<file path="src/source/axil_pkg.sv">
//~~~~~~~~~~~~~~~~~~~~~~~~~~~~~~~~~~~~~~~~~~~~~~~~~~~~~~~~~~~~~~~~~~~~~~~~~~
// AXI-Lite bus field types
// Address, data, strobe, protection and response widths plus the
// response codes used on the B and R channels
//~~~~~~~~~~~~~~~~~~~~~~~~~~~~~~~~~~~~~~~~~~~~~~~~~~~~~~~~~~~~~~~~~~~~~~~~~~

package axil_pkg;

    // Byte address and data word
    typedef logic [31:0] addr_t;
    typedef logic [31:0] data_t;

    // One strobe bit per data byte
    typedef logic [$bits(data_t)/8-1:0] strb_t;

    // Passed along, not interpreted by the target
    typedef logic [2:0] prot_t;

    typedef logic [1:0] resp_t;

    // Response codes
    localparam resp_t RESP_OKAY   = 2'b00;
    localparam resp_t RESP_SLVERR = 2'b10;

endpackage

</file>
<file path="src/source/regmap_pkg.sv">
//~~~~~~~~~~~~~~~~~~~~~~~~~~~~~~~~~~~~~~~~~~~~~~~~~~~~~~~~~~~~~~~~~~~~~~~~~~
// Register map of the target bank
// Bank size, word index type and the address bits that select a word
//~~~~~~~~~~~~~~~~~~~~~~~~~~~~~~~~~~~~~~~~~~~~~~~~~~~~~~~~~~~~~~~~~~~~~~~~~~

package regmap_pkg;

    localparam int unsigned REG_COUNT = 8;

    typedef logic [$clog2(REG_COUNT)-1:0] reg_idx_t;

    // Word index taken from address bits 4 down to 2
    localparam int unsigned IDX_LSB = 2;
    localparam int unsigned IDX_MSB = IDX_LSB + $bits(reg_idx_t) - 1;

    // Any set bit above IDX_MSB means out of range
    localparam int unsigned RANGE_LSB = IDX_MSB + 1;

endpackage

</file>
<file path="src/source/axil_if.sv">
//~~~~~~~~~~~~~~~~~~~~~~~~~~~~~~~~~~~~~~~~~~~~~~~~~~~~~~~~~~~~~~~~~~~~~~~~~~
// AXI-Lite interface
// All five channels with master and slave views
//~~~~~~~~~~~~~~~~~~~~~~~~~~~~~~~~~~~~~~~~~~~~~~~~~~~~~~~~~~~~~~~~~~~~~~~~~~

`timescale 1ns/1ps

interface axil_if;

    import axil_pkg::*;

    // Write address
    addr_t aw_addr;
    prot_t aw_prot;
    logic  aw_valid;
    logic  aw_ready;

    // Write data
    data_t w_data;
    strb_t w_strb;
    logic  w_valid;
    logic  w_ready;

    // Write response
    resp_t b_resp;
    logic  b_valid;
    logic  b_ready;

    // Read address
    addr_t ar_addr;
    prot_t ar_prot;
    logic  ar_valid;
    logic  ar_ready;

    // Read data
    data_t r_data;
    resp_t r_resp;
    logic  r_valid;
    logic  r_ready;

    modport master (
        output aw_addr, aw_prot, aw_valid, w_data, w_strb, w_valid,
        output b_ready, ar_addr, ar_prot, ar_valid, r_ready,
        input  aw_ready, w_ready, b_resp, b_valid, ar_ready,
        input  r_data, r_resp, r_valid
    );

    modport slave (
        input  aw_addr, aw_prot, aw_valid, w_data, w_strb, w_valid,
        input  b_ready, ar_addr, ar_prot, ar_valid, r_ready,
        output aw_ready, w_ready, b_resp, b_valid, ar_ready,
        output r_data, r_resp, r_valid
    );

endinterface

</file>
<file path="src/source/axil_pause_gate.sv">
//~~~~~~~~~~~~~~~~~~~~~~~~~~~~~~~~~~~~~~~~~~~~~~~~~~~~~~~~~~~~~~~~~~~~~~~~~~
// AXI-Lite pause gate
// Passes all channels through, caps outstanding transactions and
// drains the bus before acknowledging a pause request
//~~~~~~~~~~~~~~~~~~~~~~~~~~~~~~~~~~~~~~~~~~~~~~~~~~~~~~~~~~~~~~~~~~~~~~~~~~

`timescale 1ns/1ps

module axil_pause_gate #(
    parameter int unsigned MAX_TRANS = 3
) (
    input  logic   seq,
    input  logic   rst_n,
    input  logic   pause_req,
    output logic   pause_ack,
    axil_if.slave  slv,
    axil_if.master mst
);

    // One spare bit above what MAX_TRANS needs
    localparam int unsigned CNT_W = $clog2(MAX_TRANS + 1) + 1;

    typedef logic [CNT_W-1:0] cnt_t;

    typedef enum logic [1:0] {
        ST_RUNNING,
        ST_DRAINING,
        ST_PAUSED
    } phase_t;

    localparam cnt_t CNT_MAX = cnt_t'(MAX_TRANS);

    phase_t state;
    phase_t state_nxt;

    cnt_t aw_cnt;
    cnt_t w_cnt;
    cnt_t ar_cnt;
    cnt_t aw_cnt_nxt;
    cnt_t w_cnt_nxt;
    cnt_t ar_cnt_nxt;

    logic [4:0] en;
    logic [4:0] en_nxt;
    logic       aw_open;
    logic       w_open;
    logic       ar_open;
    logic       drained;

    // Enable bit positions
    localparam int unsigned EN_AW = 0;
    localparam int unsigned EN_W  = 1;
    localparam int unsigned EN_B  = 2;
    localparam int unsigned EN_AR = 3;
    localparam int unsigned EN_R  = 4;

    // Request channels also close at the limit
    assign aw_open = en[EN_AW] && (aw_cnt != CNT_MAX);
    assign w_open  = en[EN_W]  && (w_cnt  != CNT_MAX);
    assign ar_open = en[EN_AR] && (ar_cnt != CNT_MAX);

    assign mst.aw_addr  = slv.aw_addr;
    assign mst.aw_prot  = slv.aw_prot;
    assign mst.aw_valid = aw_open && slv.aw_valid;
    assign slv.aw_ready = aw_open && mst.aw_ready;

    assign mst.w_data   = slv.w_data;
    assign mst.w_strb   = slv.w_strb;
    assign mst.w_valid  = w_open && slv.w_valid;
    assign slv.w_ready  = w_open && mst.w_ready;

    assign slv.b_resp   = mst.b_resp;
    assign slv.b_valid  = en[EN_B] && mst.b_valid;
    assign mst.b_ready  = en[EN_B] && slv.b_ready;

    assign mst.ar_addr  = slv.ar_addr;
    assign mst.ar_prot  = slv.ar_prot;
    assign mst.ar_valid = ar_open && slv.ar_valid;
    assign slv.ar_ready = ar_open && mst.ar_ready;

    assign slv.r_data   = mst.r_data;
    assign slv.r_resp   = mst.r_resp;
    assign slv.r_valid  = en[EN_R] && mst.r_valid;
    assign mst.r_ready  = en[EN_R] && slv.r_ready;

    assign pause_ack = (state == ST_PAUSED);

    // Counts after this edge, frozen while paused
    always_comb begin
        aw_cnt_nxt = aw_cnt;
        w_cnt_nxt  = w_cnt;
        ar_cnt_nxt = ar_cnt;
        if (state != ST_PAUSED) begin
            if (mst.aw_valid && mst.aw_ready) aw_cnt_nxt = aw_cnt_nxt + 1'b1;
            if (mst.w_valid && mst.w_ready)   w_cnt_nxt  = w_cnt_nxt + 1'b1;
            if (mst.b_valid && mst.b_ready) begin
                aw_cnt_nxt = aw_cnt_nxt - 1'b1;
                w_cnt_nxt  = w_cnt_nxt - 1'b1;
            end
            if (mst.ar_valid && mst.ar_ready) ar_cnt_nxt = ar_cnt_nxt + 1'b1;
            if (mst.r_valid && mst.r_ready)   ar_cnt_nxt = ar_cnt_nxt - 1'b1;
        end
    end

    assign drained = (aw_cnt_nxt == '0) && (w_cnt_nxt == '0) && (ar_cnt_nxt == '0);

    always_comb begin
        state_nxt = state;
        en_nxt    = en;
        case (state)
            ST_PAUSED: begin
                if (!pause_req) begin
                    state_nxt = ST_RUNNING;
                    en_nxt    = '1;
                end
            end
            ST_RUNNING, ST_DRAINING: begin
                if (pause_req) begin
                    state_nxt = drained ? ST_PAUSED : ST_DRAINING;
                    // Lagging write channel stays open until it catches up
                    en_nxt[EN_AW] = en[EN_AW] && (aw_cnt_nxt < w_cnt_nxt);
                    en_nxt[EN_W]  = en[EN_W] && (w_cnt_nxt < aw_cnt_nxt);
                    en_nxt[EN_B]  = en[EN_B] && ((aw_cnt_nxt != '0) || (w_cnt_nxt != '0));
                    en_nxt[EN_AR] = 1'b0;
                    en_nxt[EN_R]  = en[EN_R] && (ar_cnt_nxt != '0);
                end else if (state == ST_DRAINING) begin
                    // Request withdrawn before the drain finished
                    state_nxt = ST_RUNNING;
                    en_nxt    = '1;
                end
            end
            default: begin
                state_nxt = ST_PAUSED;
                en_nxt    = '0;
            end
        endcase
    end

    always_ff @(posedge seq) begin
        if (!rst_n) begin
            state  <= ST_PAUSED;
            en     <= '0;
            aw_cnt <= '0;
            w_cnt  <= '0;
            ar_cnt <= '0;
        end else begin
            state  <= state_nxt;
            en     <= en_nxt;
            aw_cnt <= aw_cnt_nxt;
            w_cnt  <= w_cnt_nxt;
            ar_cnt <= ar_cnt_nxt;
        end
    end

endmodule

</file>
<file path="src/source/axil_reg_target.sv">
//~~~~~~~~~~~~~~~~~~~~~~~~~~~~~~~~~~~~~~~~~~~~~~~~~~~~~~~~~~~~~~~~~~~~~~~~~~
// AXI-Lite register target
// Eight strobed words answered through fixed-depth response pipelines
//~~~~~~~~~~~~~~~~~~~~~~~~~~~~~~~~~~~~~~~~~~~~~~~~~~~~~~~~~~~~~~~~~~~~~~~~~~

`timescale 1ns/1ps

module axil_reg_target #(
    parameter int unsigned RESP_DELAY = 4
) (
    input logic   seq,
    input logic   rst_n,
    axil_if.slave bus
);

    import axil_pkg::*;
    import regmap_pkg::*;

    data_t regs [REG_COUNT];

    // Write side carries only the response code
    logic [RESP_DELAY-1:0] wr_vld;
    resp_t                 wr_resp [RESP_DELAY];

    logic [RESP_DELAY-1:0] rd_vld;
    data_t                 rd_data [RESP_DELAY];
    resp_t                 rd_resp [RESP_DELAY];

    logic     wr_adv;
    logic     rd_adv;
    logic     wr_acc;
    logic     rd_acc;
    logic     wr_hit;
    logic     rd_hit;
    reg_idx_t wr_idx;
    reg_idx_t rd_idx;

    // A pipeline moves only when its last stage is empty or being taken
    assign wr_adv = !wr_vld[RESP_DELAY-1] || bus.b_ready;
    assign rd_adv = !rd_vld[RESP_DELAY-1] || bus.r_ready;

    // AW and W transfer together
    assign bus.aw_ready = wr_adv && bus.w_valid;
    assign bus.w_ready  = wr_adv && bus.aw_valid;
    assign bus.ar_ready = rd_adv;

    assign wr_acc = wr_adv && bus.aw_valid && bus.w_valid;
    assign rd_acc = rd_adv && bus.ar_valid;

    // Address decode
    assign wr_idx = bus.aw_addr[IDX_MSB:IDX_LSB];
    assign rd_idx = bus.ar_addr[IDX_MSB:IDX_LSB];
    assign wr_hit = ~|bus.aw_addr[$bits(addr_t)-1:RANGE_LSB];
    assign rd_hit = ~|bus.ar_addr[$bits(addr_t)-1:RANGE_LSB];

    assign bus.b_valid = wr_vld[RESP_DELAY-1];
    assign bus.b_resp  = wr_resp[RESP_DELAY-1];
    assign bus.r_valid = rd_vld[RESP_DELAY-1];
    assign bus.r_data  = rd_data[RESP_DELAY-1];
    assign bus.r_resp  = rd_resp[RESP_DELAY-1];

    // Strobed bytes land on the accepting edge
    always_ff @(posedge seq) begin
        if (!rst_n) begin
            for (int i = 0; i < REG_COUNT; i++) begin
                regs[i] <= '0;
            end
        end else if (wr_acc && wr_hit) begin
            for (int b = 0; b < $bits(strb_t); b++) begin
                if (bus.w_strb[b]) begin
                    regs[wr_idx][8*b +: 8] <= bus.w_data[8*b +: 8];
                end
            end
        end
    end

    always_ff @(posedge seq) begin
        if (!rst_n) begin
            wr_vld <= '0;
            rd_vld <= '0;
        end else begin
            if (wr_adv) wr_vld <= (wr_vld << 1) | RESP_DELAY'(wr_acc);
            if (rd_adv) rd_vld <= (rd_vld << 1) | RESP_DELAY'(rd_acc);
        end
    end

    always_ff @(posedge seq) begin
        if (wr_adv) begin
            for (int i = RESP_DELAY - 1; i > 0; i--) begin
                wr_resp[i] <= wr_resp[i-1];
            end
            wr_resp[0] <= wr_hit ? RESP_OKAY : RESP_SLVERR;
        end
        if (rd_adv) begin
            for (int i = RESP_DELAY - 1; i > 0; i--) begin
                rd_data[i] <= rd_data[i-1];
                rd_resp[i] <= rd_resp[i-1];
            end
            // Out of range reads return zero
            rd_data[0] <= rd_hit ? regs[rd_idx] : '0;
            rd_resp[0] <= rd_hit ? RESP_OKAY : RESP_SLVERR;
        end
    end

endmodule

</file>
<file path="src/source/axil_pause_top.sv">
//~~~~~~~~~~~~~~~~~~~~~~~~~~~~~~~~~~~~~~~~~~~~~~~~~~~~~~~~~~~~~~~~~~~~~~~~~~
// Pause gate top level
// Plain AXI-Lite ports into the gate, register target behind it
//~~~~~~~~~~~~~~~~~~~~~~~~~~~~~~~~~~~~~~~~~~~~~~~~~~~~~~~~~~~~~~~~~~~~~~~~~~

`timescale 1ns/1ps

module axil_pause_top #(
    parameter int unsigned MAX_TRANS  = 3,
    parameter int unsigned RESP_DELAY = 4
) (
    input  logic            seq,
    input  logic            rst_n,
    input  logic            pause_req,
    output logic            pause_ack,
    input  axil_pkg::addr_t aw_addr,
    input  axil_pkg::prot_t aw_prot,
    input  logic            aw_valid,
    output logic            aw_ready,
    input  axil_pkg::data_t w_data,
    input  axil_pkg::strb_t w_strb,
    input  logic            w_valid,
    output logic            w_ready,
    output axil_pkg::resp_t b_resp,
    output logic            b_valid,
    input  logic            b_ready,
    input  axil_pkg::addr_t ar_addr,
    input  axil_pkg::prot_t ar_prot,
    input  logic            ar_valid,
    output logic            ar_ready,
    output axil_pkg::data_t r_data,
    output axil_pkg::resp_t r_resp,
    output logic            r_valid,
    input  logic            r_ready
);

    axil_if up_bus ();
    axil_if dn_bus ();

    // Requester side
    assign up_bus.aw_addr  = aw_addr;
    assign up_bus.aw_prot  = aw_prot;
    assign up_bus.aw_valid = aw_valid;
    assign aw_ready        = up_bus.aw_ready;
    assign up_bus.w_data   = w_data;
    assign up_bus.w_strb   = w_strb;
    assign up_bus.w_valid  = w_valid;
    assign w_ready         = up_bus.w_ready;
    assign b_resp          = up_bus.b_resp;
    assign b_valid         = up_bus.b_valid;
    assign up_bus.b_ready  = b_ready;
    assign up_bus.ar_addr  = ar_addr;
    assign up_bus.ar_prot  = ar_prot;
    assign up_bus.ar_valid = ar_valid;
    assign ar_ready        = up_bus.ar_ready;
    assign r_data          = up_bus.r_data;
    assign r_resp          = up_bus.r_resp;
    assign r_valid         = up_bus.r_valid;
    assign up_bus.r_ready  = r_ready;

    axil_pause_gate #(
        .MAX_TRANS (MAX_TRANS)
    ) u_gate (
        .seq       (seq),
        .rst_n     (rst_n),
        .pause_req (pause_req),
        .pause_ack (pause_ack),
        .slv       (up_bus.slave),
        .mst       (dn_bus.master)
    );

    axil_reg_target #(
        .RESP_DELAY (RESP_DELAY)
    ) u_target (
        .seq   (seq),
        .rst_n (rst_n),
        .bus   (dn_bus.slave)
    );

endmodule

</file>
<file path="config.mk">
export PLATFORM = sky130hd
export DESIGN_NAME = axil_pause_top
export DESIGN_NICKNAME = d
export VERILOG_FILES = /design/src/source/axil_pkg.sv /design/src/source/regmap_pkg.sv /design/src/source/axil_if.sv /design/src/source/axil_pause_gate.sv /design/src/source/axil_reg_target.sv /design/src/source/axil_pause_top.sv
export SDC_FILE = /design/constraint.sdc
export NUM_CORES = 1
export LEC_CHECK = 0
export BUFFER_PORTS_ARGS = -buffer_cell sky130_fd_sc_hd__buf_2
export CAP_MARGIN = 20
export CORE_MARGIN = 3
export CORE_UTILIZATION = 63
export DETAILED_ROUTE_END_ITERATION = 8
export HOLD_SLACK_MARGIN = 0.08
export PLACE_DENSITY = 0.82
export SLEW_MARGIN = 20
export SYNTH_ARGS = -nofsm -noshare
export SYNTH_HDL_FRONTEND = slang
export SYNTH_HIERARCHICAL = 1
export SYNTH_SLANG_ARGS = --single-unit
</file>
<file path="constraint.sdc">
create_clock -name seq -period 11.2 [get_ports seq]
set_input_delay 1.12 -clock seq [delete_from_list [all_inputs] [get_ports seq]]
set_output_delay 1.12 -clock seq [all_outputs]
set_load 0.01 [all_outputs]
</file>
### Word level (Yosys, flattened, before mapping)

Memory sizes are Yosys's and may differ from the RTL's.
Cells that the tools add are included.

| cells by class | value |
|---|---|
| add/subtract/negate cells | 6 |
| order comparisons | 2 |
| eq/ne operators | 8 |
| multiplexer cells | 48 |
| bitwise gates (word level) | 2 |
| reductions and logical operators | 45 |

Operators with widths:

| operator | count |
|---|---|
| $mux 32 | 2 |
| $reduce_or 27->1 | 2 |
| $mux 3 | 13 |
| $reduce_or 32->1 | 1 |
| $logic_and 1x1->1 | 27 |
| $mux 1 | 21 |
| $mux 5 | 3 |
| $mux 2 | 6 |
| $ne 3x2->1 const B | 4 |
| $pmux 5 s2 | 1 |
| $add 3x1->3 const B | 3 |
| $logic_not 3->1 | 3 |
| $reduce_bool 3->1 | 3 |
| $sub 3x1->3 const B | 3 |
| $or 4x1->4 | 2 |
| $lt 3x3->1 | 2 |
| $mux 4 | 1 |
| $ne 2x2->1 const B | 2 |
| $pmux 2 s2 | 1 |
| $logic_not 1->1 | 3 |
| $logic_or 1x1->1 | 3 |
| $eq 2x1->1 const B | 1 |
| $eq 2x2->1 const B | 1 |
| $logic_not 2->1 | 1 |
| 2 further kinds | 2 |

| storage, ports and cells | value |
|---|---|
| bits in registers | 24 |
| RAM bits | 400 |
| input bits | 114 |
| output and inout bits | 42 |
| logic and storage cells | 122 |
| memories | 4 |

Memory list:

| name | depth | width | read ports | clocked after Yosys merged registers in | wr ports | RTL line | text |
|---|---|---|---|---|---|---|---|
| u_target.regs | 8 | 32 | 1 | 0 | 8 | axil_reg_target.sv:19 | `data_t regs [REG_COUNT];` |
| u_target.rd_data | 4 | 32 | 4 | 0 | 4 | axil_reg_target.sv:26 | `data_t rd_data [RESP_DELAY];` |
| u_target.rd_resp | 4 | 2 | 4 | 0 | 4 | axil_reg_target.sv:27 | `resp_t rd_resp [RESP_DELAY];` |
| u_target.wr_resp | 4 | 2 | 4 | 0 | 4 | axil_reg_target.sv:23 | `resp_t wr_resp [RESP_DELAY];` |

### Logic depth before layout (Yosys ltp)

Gate-level depths: netlist of the first run.

| depth | value |
|---|---|
| depth in word-level cells | 16 |
| gate-level depth with buffers | 19 |
| depth with buffers taken out | 17 |

### Hierarchy

Netlist of the first run, hierarchy kept.

By module, submodules not included:

| module | instances | cells an instance | area each (µm²) |
|---|---|---|---|
| axil_reg_target | 1 | 999 | 16309.4 |
| axil_pause_gate | 1 | 304 | 2468.6 |

### Worst setup path before layout of the first run

OpenSTA, ideal clock, no wires.

| path | value |
|---|---|
| kind | input to register |
| start point | input port r_ready |
| end point | register u_gate.state[0] |
| arrival time | 5814 ps |
| setup slack | 5298 ps |
| cell stages on the path | 13 |
| path buffers | 2 |
| path through | nand2_1 -> inv_1 -> nor2b_1 -> clkbuf_1 -> inv_1 -> nand4b_4 -> buf_6 -> mux2i_1 -> ha_1 -> nand4_1 -> o31a_1 -> o211a_1 -> a311oi_2 |

| on the way | value |
|---|---|
| word-level cells in the longest chain between the ends | 13 |
| elaborated cells on any way between the ends | 14 |
| those cells by class | add/sub: 1; mux: 7; reduce/logical: 6 |

RTL lines:

| element | RTL line | text |
|---|---|---|
| from (decl) | axil_pause_top.sv:34 | `input logic r_ready` |
| $logic_and 1x1->1 (*) | axil_pause_gate.sv:84 | `assign mst.r_ready = en[EN_R] && slv.r_ready;` |
| via dn_bus.r_ready | axil_if.sv:39 | `logic r_ready;` |
| $logic_or 1x1->1 (*) | axil_reg_target.sv:40 | `assign rd_adv = !rd_vld[RESP_DELAY-1] \|\| bus.r_ready;` |
| via dn_bus.ar_ready | axil_if.sv:33 | `logic ar_ready;` |
| $logic_and 1x1->1 (*) | axil_pause_gate.sv:100 | `if (mst.ar_valid && mst.ar_ready) ar_cnt_nxt = ar_cnt_nxt + 1'b1;` |
| $mux 3 (*) | axil_pause_gate.sv:100 |  |
| $mux 3 (*) | axil_pause_gate.sv:93 | `if (state != ST_PAUSED) begin` |
| $sub 3x1->3 | axil_pause_gate.sv:101 | `if (mst.r_valid && mst.r_ready) ar_cnt_nxt = ar_cnt_nxt - 1'b1;` |
| $mux 3 (*) | axil_pause_gate.sv:101 |  |
| $mux 3 (*) | axil_pause_gate.sv:93 |  |
| $logic_not 3->1 (*) | axil_pause_gate.sv:105 | `assign drained = (aw_cnt_nxt == '0) && (w_cnt_nxt == '0) && (ar_cnt_nxt == '0);` |
| $logic_and 1x1->1 (*) | axil_pause_gate.sv:105 |  |
| $mux 2 (*) | axil_pause_gate.sv:119 | `state_nxt = drained ? ST_PAUSED : ST_DRAINING;` |
| $mux 2 (*) | axil_pause_gate.sv:118 | `if (pause_req) begin` |
| $pmux 2 s2 (*) | axil_pause_gate.sv:110 | `case (state)` |
| to (signal assigned) | axil_pause_gate.sv:147 | `state <= state_nxt;` |
| to (decl) | axil_pause_gate.sv:33 | `phase_t state;` |

Mark *: on every way through the listed nets, which the timed path passes. The rest lies on a longest branch. The select of a mux whose other input is x is not followed.
A chain may end at the register's enable or synchronous reset.

### Final worst setup path of the first run

| path | value |
|---|---|
| start point | input port b_ready |
| end point | register u_gate.en[0] |

| on the way | value |
|---|---|
| word-level cells in the longest chain between the ends | 13 |
| elaborated cells on any way between the ends | 21 |
| those cells by class | add/sub: 2; order compare: 1; mux: 10; reduce/logical: 8 |

RTL lines:

| element | RTL line | text |
|---|---|---|
| from (decl) | axil_pause_top.sv:26 | `input logic b_ready,` |
| $logic_and 1x1->1 (*) | axil_pause_gate.sv:74 | `assign mst.b_ready = en[EN_B] && slv.b_ready;` |
| via dn_bus.b_ready | axil_if.sv:27 | `logic b_ready;` |
| $logic_or 1x1->1 (*) | axil_reg_target.sv:39 | `assign wr_adv = !wr_vld[RESP_DELAY-1] \|\| bus.b_ready;` |
| $logic_and 1x1->1 (*) | axil_reg_target.sv:44 | `assign bus.w_ready = wr_adv && bus.aw_valid;` |
| via dn_bus.w_ready | axil_if.sv:22 | `logic w_ready;` |
| $logic_and 1x1->1 (*) | axil_pause_gate.sv:95 | `if (mst.w_valid && mst.w_ready) w_cnt_nxt = w_cnt_nxt + 1'b1;` |
| $mux 3 (*) | axil_pause_gate.sv:95 |  |
| $mux 3 (*) | axil_pause_gate.sv:93 |  |
| $sub 3x1->3 | axil_pause_gate.sv:98 | `w_cnt_nxt = w_cnt_nxt - 1'b1;` |
| $mux 3 (*) | axil_pause_gate.sv:96 | `if (mst.b_valid && mst.b_ready) begin` |
| $mux 3 (*) | axil_pause_gate.sv:93 |  |
| via u_gate.w_cnt_nxt[1] | axil_pause_gate.sv:40 | `cnt_t w_cnt_nxt;` |
| $lt 3x3->1 (*) | axil_pause_gate.sv:121 | `en_nxt[EN_AW] = en[EN_AW] && (aw_cnt_nxt < w_cnt_nxt);` |
| $logic_and 1x1->1 (*) | axil_pause_gate.sv:121 |  |
| $mux 5 (*) | axil_pause_gate.sv:118 |  |
| $pmux 5 s2 (*) | axil_pause_gate.sv:110 |  |
| to (signal assigned) | axil_pause_gate.sv:148 | `en <= en_nxt;` |
| to (decl) | axil_pause_gate.sv:43 | `logic [4:0] en;` |

Marks and branches as above.

==> results of run 1 <==
## layout make-up
class                           instances  area, um2
Antenna cell                            4       10.0
Clock buffer                           52       1110
Clock inverter                         21        100
Fill cell                            1915       9090
Inverter                               13       53.8
Multi-Input combinational cell        650       5020
Sequential cell                       416      12300
Tap cell                              384        480
Timing Repair Buffer                  168        903
## power by group through the flow
stage / clock, uW / combinational (uW) / sequential, uW
after detailed placement: 0 / 224 / 1810
final: 1230 / 225 / 1780
after global routing: 1320 / 247 / 1780
after CTS: 1260 / 226 / 1780
after floorplan: 0 / 192 / 1800
after global placement: 0 / 219 / 1810
## per-layer routing
layer / track usage (%) / vias to the layer above / wire length (um)
li1: - / 4736 / -
met1: 32.0 / 5148 / 14000
met3: 4.49 / 85 / 3760
met5: 0 / - / 14
met2: 39.2 / 561 / 18400
met4: 7.92 / 4 / 984
## metrics by stage
| stage | util (%) | setup WS, ns |
|---|---|---|
| after detailed placement | 64.5 | 6.53 |
| after floorplan | - | 5.30 |
| after global placement | 64.5 | 6.65 |
| final | 68.7 | 7.02 |
| after global routing | 68.7 | 6.81 |
| after CTS | 68.6 | 7.08 |
## layout by cell type, fill, tap and decap left out, types with 9 or more instances in the layout
master       n
clkbuf_1     9
clkbuf_16   43
nand2_1     18
and3_1     133
buf_2      143
mux2i_1     40
and2_1      13
nor3_1      29
a21oi_1     11
clkinv_1    13
mux4_2      64
ha_1        12
nand4_1     23
o21ai_1     14
o21ai_0     24
dfxtp_1     24
nor2_1     160
inv_1        9
edfxtp_1   392
buf_4       25
nand3_1      9
## worst min path at each step
stage / start / to / cells past startpoint
6_report: u_target/rd_data[0][7]$_SDFFCE_PP0N_ / u_target/rd_data[1][7]$_DFFE_PN_ / 0
5_1_grt: u_target/rd_data[1][6]$_DFFE_PN_ / u_target/rd_data[2][6]$_DFFE_PN_ / 0
4_1_cts: u_target/rd_data[2][0]$_DFFE_PN_ / u_target/rd_data[3][0]$_DFFE_PN_ / 0
3_5_place_dp: u_target/rd_data[0][16]$_SDFFCE_PP0N_ / u_target/rd_data[1][16]$_DFFE_PN_ / 0
3_3_place_gp: u_target/rd_resp[1][1]$_DFFE_PN_ / u_target/rd_resp[2][1]$_DFFE_PN_ / 0
2_1_floorplan: u_target/rd_data[0][0]$_SDFFCE_PP0N_ / u_target/rd_data[1][0]$_DFFE_PN_ / 0
## worst max-delay path, stage by stage
cell      delay [ns]
buf_2           0.17
and2_1          0.18
nor2b_2         0.07
inv_2           0.17
and2_1          0.17
nand4b_1        0.48
xor2_1          0.31
ha_1            0.31
nand4_1         0.09
o31ai_1         0.07
a2bb2o_1        0.34
inv_1           0.08
ha_1            0.24
nor2b_1         0.13
o21ai_0         0.18
nand2b_1        0.10
and2_1          0.14
o221a_2         0.24
## sequential cells by signal (all words and copies together), names as in the netlist
name / flops
u_gate/en: 5
u_gate/w_cnt: 3
u_target/rd_data: 128
u_target/rd_resp: 4
u_target/rd_vld: 4
u_gate/aw_cnt: 3
u_gate/state: 2
u_gate/ar_cnt: 3
u_target/wr_resp: 4
u_target/wr_vld: 4
u_target/regs: 256
==> metrics, run 1 <==
design area=19900 um2; Core Region=29000 um2; NetSw=687 uW; nets@finish=1416; Syn. warnings=6; Worst-Margin Slew=1.13 ns; DP Area=18700 um2; global-route wire length before repair=57000 um; io pins=156; post-detail-place hpwl=23200 um; worst clock skew=0.0114 ns; RePlAce Congestion=0.818; Final ANT Viol Nets=0; crit share post-route=37.3%; post-layout min period=4.18 ns; crit path kind=in2reg; post-layout power=3240 uW; Sequential Power Share=55.0%; DR vias=10.5k; Comb pwr share=7.0%; CTS buffer count=41; Resized cells post-CTS=0; Starting DRT DRC Count=1167; Reg-to-Reg End=u_gate/en[0]$_SDFFE_PN0P_; final count of hold timing violations=0; Max Buffers Root-to-Sink=3; Clk pin slew, worst setup/hold paths=0.06 ns; PortBufs=143; RSZ-0062 raised after global routing=false; CTS tree=done; DIE AREA=31800 um2; Critical Path RT=11.62 ns; WL/cell=21.7 um; GR Overflow Total=0; crit path DAT=4.60 ns; reg2reg path depth=17; Cell Rows=62; Fmax=0.239 GHz; Cell Count, Final, Fillers Out=1708; Mapped Cells=1293; initial antenna violation count=6; clk_lat worst skew=0.52 ns; share of layout cells above drive strength 1=23.7%; largest net degree at the start of global routing=78; WL final=37100 um; post-CTS setup repair buffer count=0; r2r startpoint=u_gate/en[2]$_SDFFE_PN0P_; GRT Total Usage=23.6%; dpl cells=1631; # DRC=0; root cell of the clock tree=clkbuf_16; Hold Buf Count CTS=0; Die W=178 um; P_int=2550 uW; Leak=0.00788 uW; area delta synth->final=6.54%; status=finished clean; worst setup path endpoint=u_gate/en[0]$_SDFFE_PN0P_; CTS Sinks=416; crit-path max FO=12; Max-Cap Viols=0; crit end category=flop; Post-Syn Area=18700 um2; CP Launch Type=input pin; Max VDD drop=0.0898 mV; starting density of the core=64.5%; Slew headroom=23.8%; endpoints failing setup=0; register-to-register setup slack=7.23 ns; first drt pass iteration count=6; Sw Ratio=21.2%; worst hold-check path type=reg2reg; vias per inst=6.17; Synth Area per Inst=14.5 um2; Die Ht=178 um; Slew Limit Fails=0; Max H-tree Level=2; Sum Neg Setup Slack=0 ns; critical path startpoint=b_ready; Cell Pwr Density=163 nW/um2; smallest hold slack=0.409 ns; vias in the first global route=10.3k; Clock power frac=38.1%
(Power assumes the default switching activity.)
==> run 2, diff against run 1 <==
--- a/config.mk
+++ b/config.mk
@@ -8,10 +8,10 @@
 export BUFFER_PORTS_ARGS = -buffer_cell sky130_fd_sc_hd__buf_2
 export CAP_MARGIN = 20
 export CORE_MARGIN = 3
-export CORE_UTILIZATION = 63
+export CORE_UTILIZATION = 54
 export DETAILED_ROUTE_END_ITERATION = 8
 export HOLD_SLACK_MARGIN = 0.08
-export PLACE_DENSITY = 0.82
+export PLACE_DENSITY = 0.75
 export SLEW_MARGIN = 20
 export SYNTH_ARGS = -nofsm -noshare
 export SYNTH_HDL_FRONTEND = slang
==> constraint.sdc (replaced) <==
create_clock -name seq -period 3.3 [get_ports seq]
set_input_delay 0.33 -clock seq [delete_from_list [all_inputs] [get_ports seq]]
set_output_delay 0.33 -clock seq [all_outputs]
set_load 0.01 [all_outputs]
==> run 2 against run 1 <==
Compared with the run above: critical path type is now reg2reg; wire length increased by 3.4%; largest power group unchanged; sequential cell count unchanged; clock power increased to 3.7 times the previous value.
==> metrics, run 2 (synthesis gave the netlist of run 1 again) <==
worst hold-check path type=in2reg; CP bufs+invs=0; endpoints failing setup=0; reg2reg path depth=16; final count of hold timing violations=0; crit path DAT=3.69 ns; CP top delay family=simple AND/OR/NAND/NOR gates; post-detail-place hpwl=24200 um; Reg with most FFs=u_target/regs; commonest non-fill, non-tap cells in the layout=edfxtp_1, nor2_1, buf_2; worst clock skew=0.0130 ns; nets@finish=1463; Final ANT Viol Nets=0; crit-path most repeated cell=ha_4; GR Overflow Total=0; DIE AREA=36900 um2; crit share post-route=98.6%; post-layout power=11400 uW; Slew headroom=40.0%; vias per inst=5.84; # fillers=2547; slowest stage delay, CP=0.33 ns; Worst-Margin Slew=0.900 ns; share of layout cells above drive strength 1=28.7%; crit-path max FO=3; vias in the first global route=10.5k; Max H-tree Level=2; multi-input logic area=5130 um2; number of flip-flops in the largest register=256; root cell of the clock tree=clkbuf_16; Starting DRT DRC Count=1077; Max Buffers Root-to-Sink=3; clk_lat worst skew=0.54 ns; starting density of the core=55.2%; PortBufs=143; CTS tree=done; post-layout min period=3.25 ns; Max-Cap Viols=0; dpl cells=1736; Cell Rows=67; GRT Total Usage=20.8%; # DRC=0; RePlAce Congestion=0.916; CTS Sinks=416; area delta synth->final=10.1%; initial antenna violation count=9; CTS buffer count=42; largest registers=u_target/regs x256, u_target/rd_data x128, u_gate/en x5; Cell Pwr Density=553 nW/um2; Slew Limit Fails=0; hold path cells=2; crit end category=flop; Max VDD drop=0.288 mV; FF+latch area=12300 um2; Critical Path Slowest Stage Cell=dfxtp_2; first drt pass iteration count=6; final core utilization=60.8%; CP cell instances=ha_4 -> ha_4 -> and3b_1 -> and2_4 -> and4b_2 -> mux2i_1 -> ha_2 -> nand4_1 -> a21oi_1 -> o21ai_1 -> or2_4 -> ha_4 -> o21ai_2 -> nand2b_1 -> and2_1 -> o221a_2; Core Region=33900 um2; Die W=192 um; DR vias=10.6k; Fmax=0.307 GHz; pre-CTS setup slack=-0.181 ns; CP Launch Type=flop; largest net degree at the start of global routing=134; RSZ-0062 raised after global routing=true; WL final=38400 um; global-route wire length before repair=58500 um; Die Ht=192 um; Crit path depth=16; crit path kind=reg2reg; most common cell after layout, fill and taps aside=edfxtp_1; Final Worst Setup Slack=0.0451 ns; Clk pin slew, worst setup/hold paths=0.06 ns; Critical Path RT=3.73 ns; io pins=156; status=finished clean; Leak=0.00817 uW; WL/cell=21.1 um; Cell Count, Final, Fillers Out=1819
run 2: cell types whose count changed in the layout (fill, tap and decap cells not counted), sizes merged:
cell	before	now
buf	168	214
clkbuf	52	47
clkinv	20	25
diode	4	1
bufinv	0	2
clkinvlp	1	2
inv	13	14
run 2: cell type report:
class | count | area share [%]
Clock inverter | 30 | 1.02
Sequential cell | 416 | 59.5
Inverter | 13 | 0.255
Multi-Input combinational cell | 650 | 24.9
Tap cell | 448 | 2.72
Clock buffer | 47 | 5.30
Antenna cell | 1 | 0.0122
Timing Repair Buffer | 214 | 6.28
run 2: through the flow:
stage / hold WS (ns) / TNS (ns) / instance area [um2]
global placement: 0.400 / -0.0485 / 19100
floorplan: 0.400 / -4.84 / 18700
finish: 0.107 / 0 / 20600
CTS: 0.0878 / 0 / 20500
detailed placement: 0.405 / -0.181 / 19100
global route: 0.106 / -0.180 / 20600
run 2: worst reg2reg max path, stage by stage (launching register included):
cell,delay (ns)
dfxtp_2,0.33
ha_4,0.16
ha_4,0.16
and3b_1,0.22
and2_4,0.15
and4b_2,0.26
mux2i_1,0.21
ha_2,0.20
nand4_1,0.18
a21oi_1,0.20
o21ai_1,0.09
or2_4,0.26
ha_4,0.22
o21ai_2,0.05
nand2b_1,0.07
and2_1,0.16
o221a_2,0.24
run 2: metal layers:
| layer | vias up | track usage (%) | wire length [um] |
|---|---|---|---|
| met5 | - | 0 | 90 |
| met4 | 14 | 6.30 | 941 |
| met3 | 79 | 4.98 | 3370 |
| met2 | 441 | 35.4 | 19200 |
| met1 | 5263 | 26.7 | 14800 |
| li1 | 4829 | - | - |
run 2: power by group:
part / switching (uW) / leakage [uW] / internal [uW]
combinational: 466 / 0.00305 / 383
clock: 1950 / 0.000653 / 2550
sequential: 77.9 / 0.00447 / 5950
total: 2500 / 0.00817 / 8880
run 2: final timing paths:
kind,startpoint,to,slack (ns)
setup / recovery,u_gate/w_cnt[0]$_SDFF_PN0_,u_gate/en[0]$_SDFFE_PN0P_,0.05
hold / removal,w_data[4],u_target/regs[7][4]$_SDFFCE_PN0P_,0.11
setup reg to reg,u_gate/w_cnt[0]$_SDFF_PN0_,u_gate/en[0]$_SDFFE_PN0P_,0.05
hold reg to reg,u_target/rd_data[1][30]$_DFFE_PN_,u_target/rd_data[2][30]$_DFFE_PN_,0.41
run 2: repair_timing:
| action | CTS | global route |
|---|---|---|
| pin swaps | 7 | 11 |
| setup endpoints to repair | 1 | 2 |
| hold buffers | 0 | 0 |
| buffers inserted | 3 | 2 |
| resized for setup | 11 | 16 |
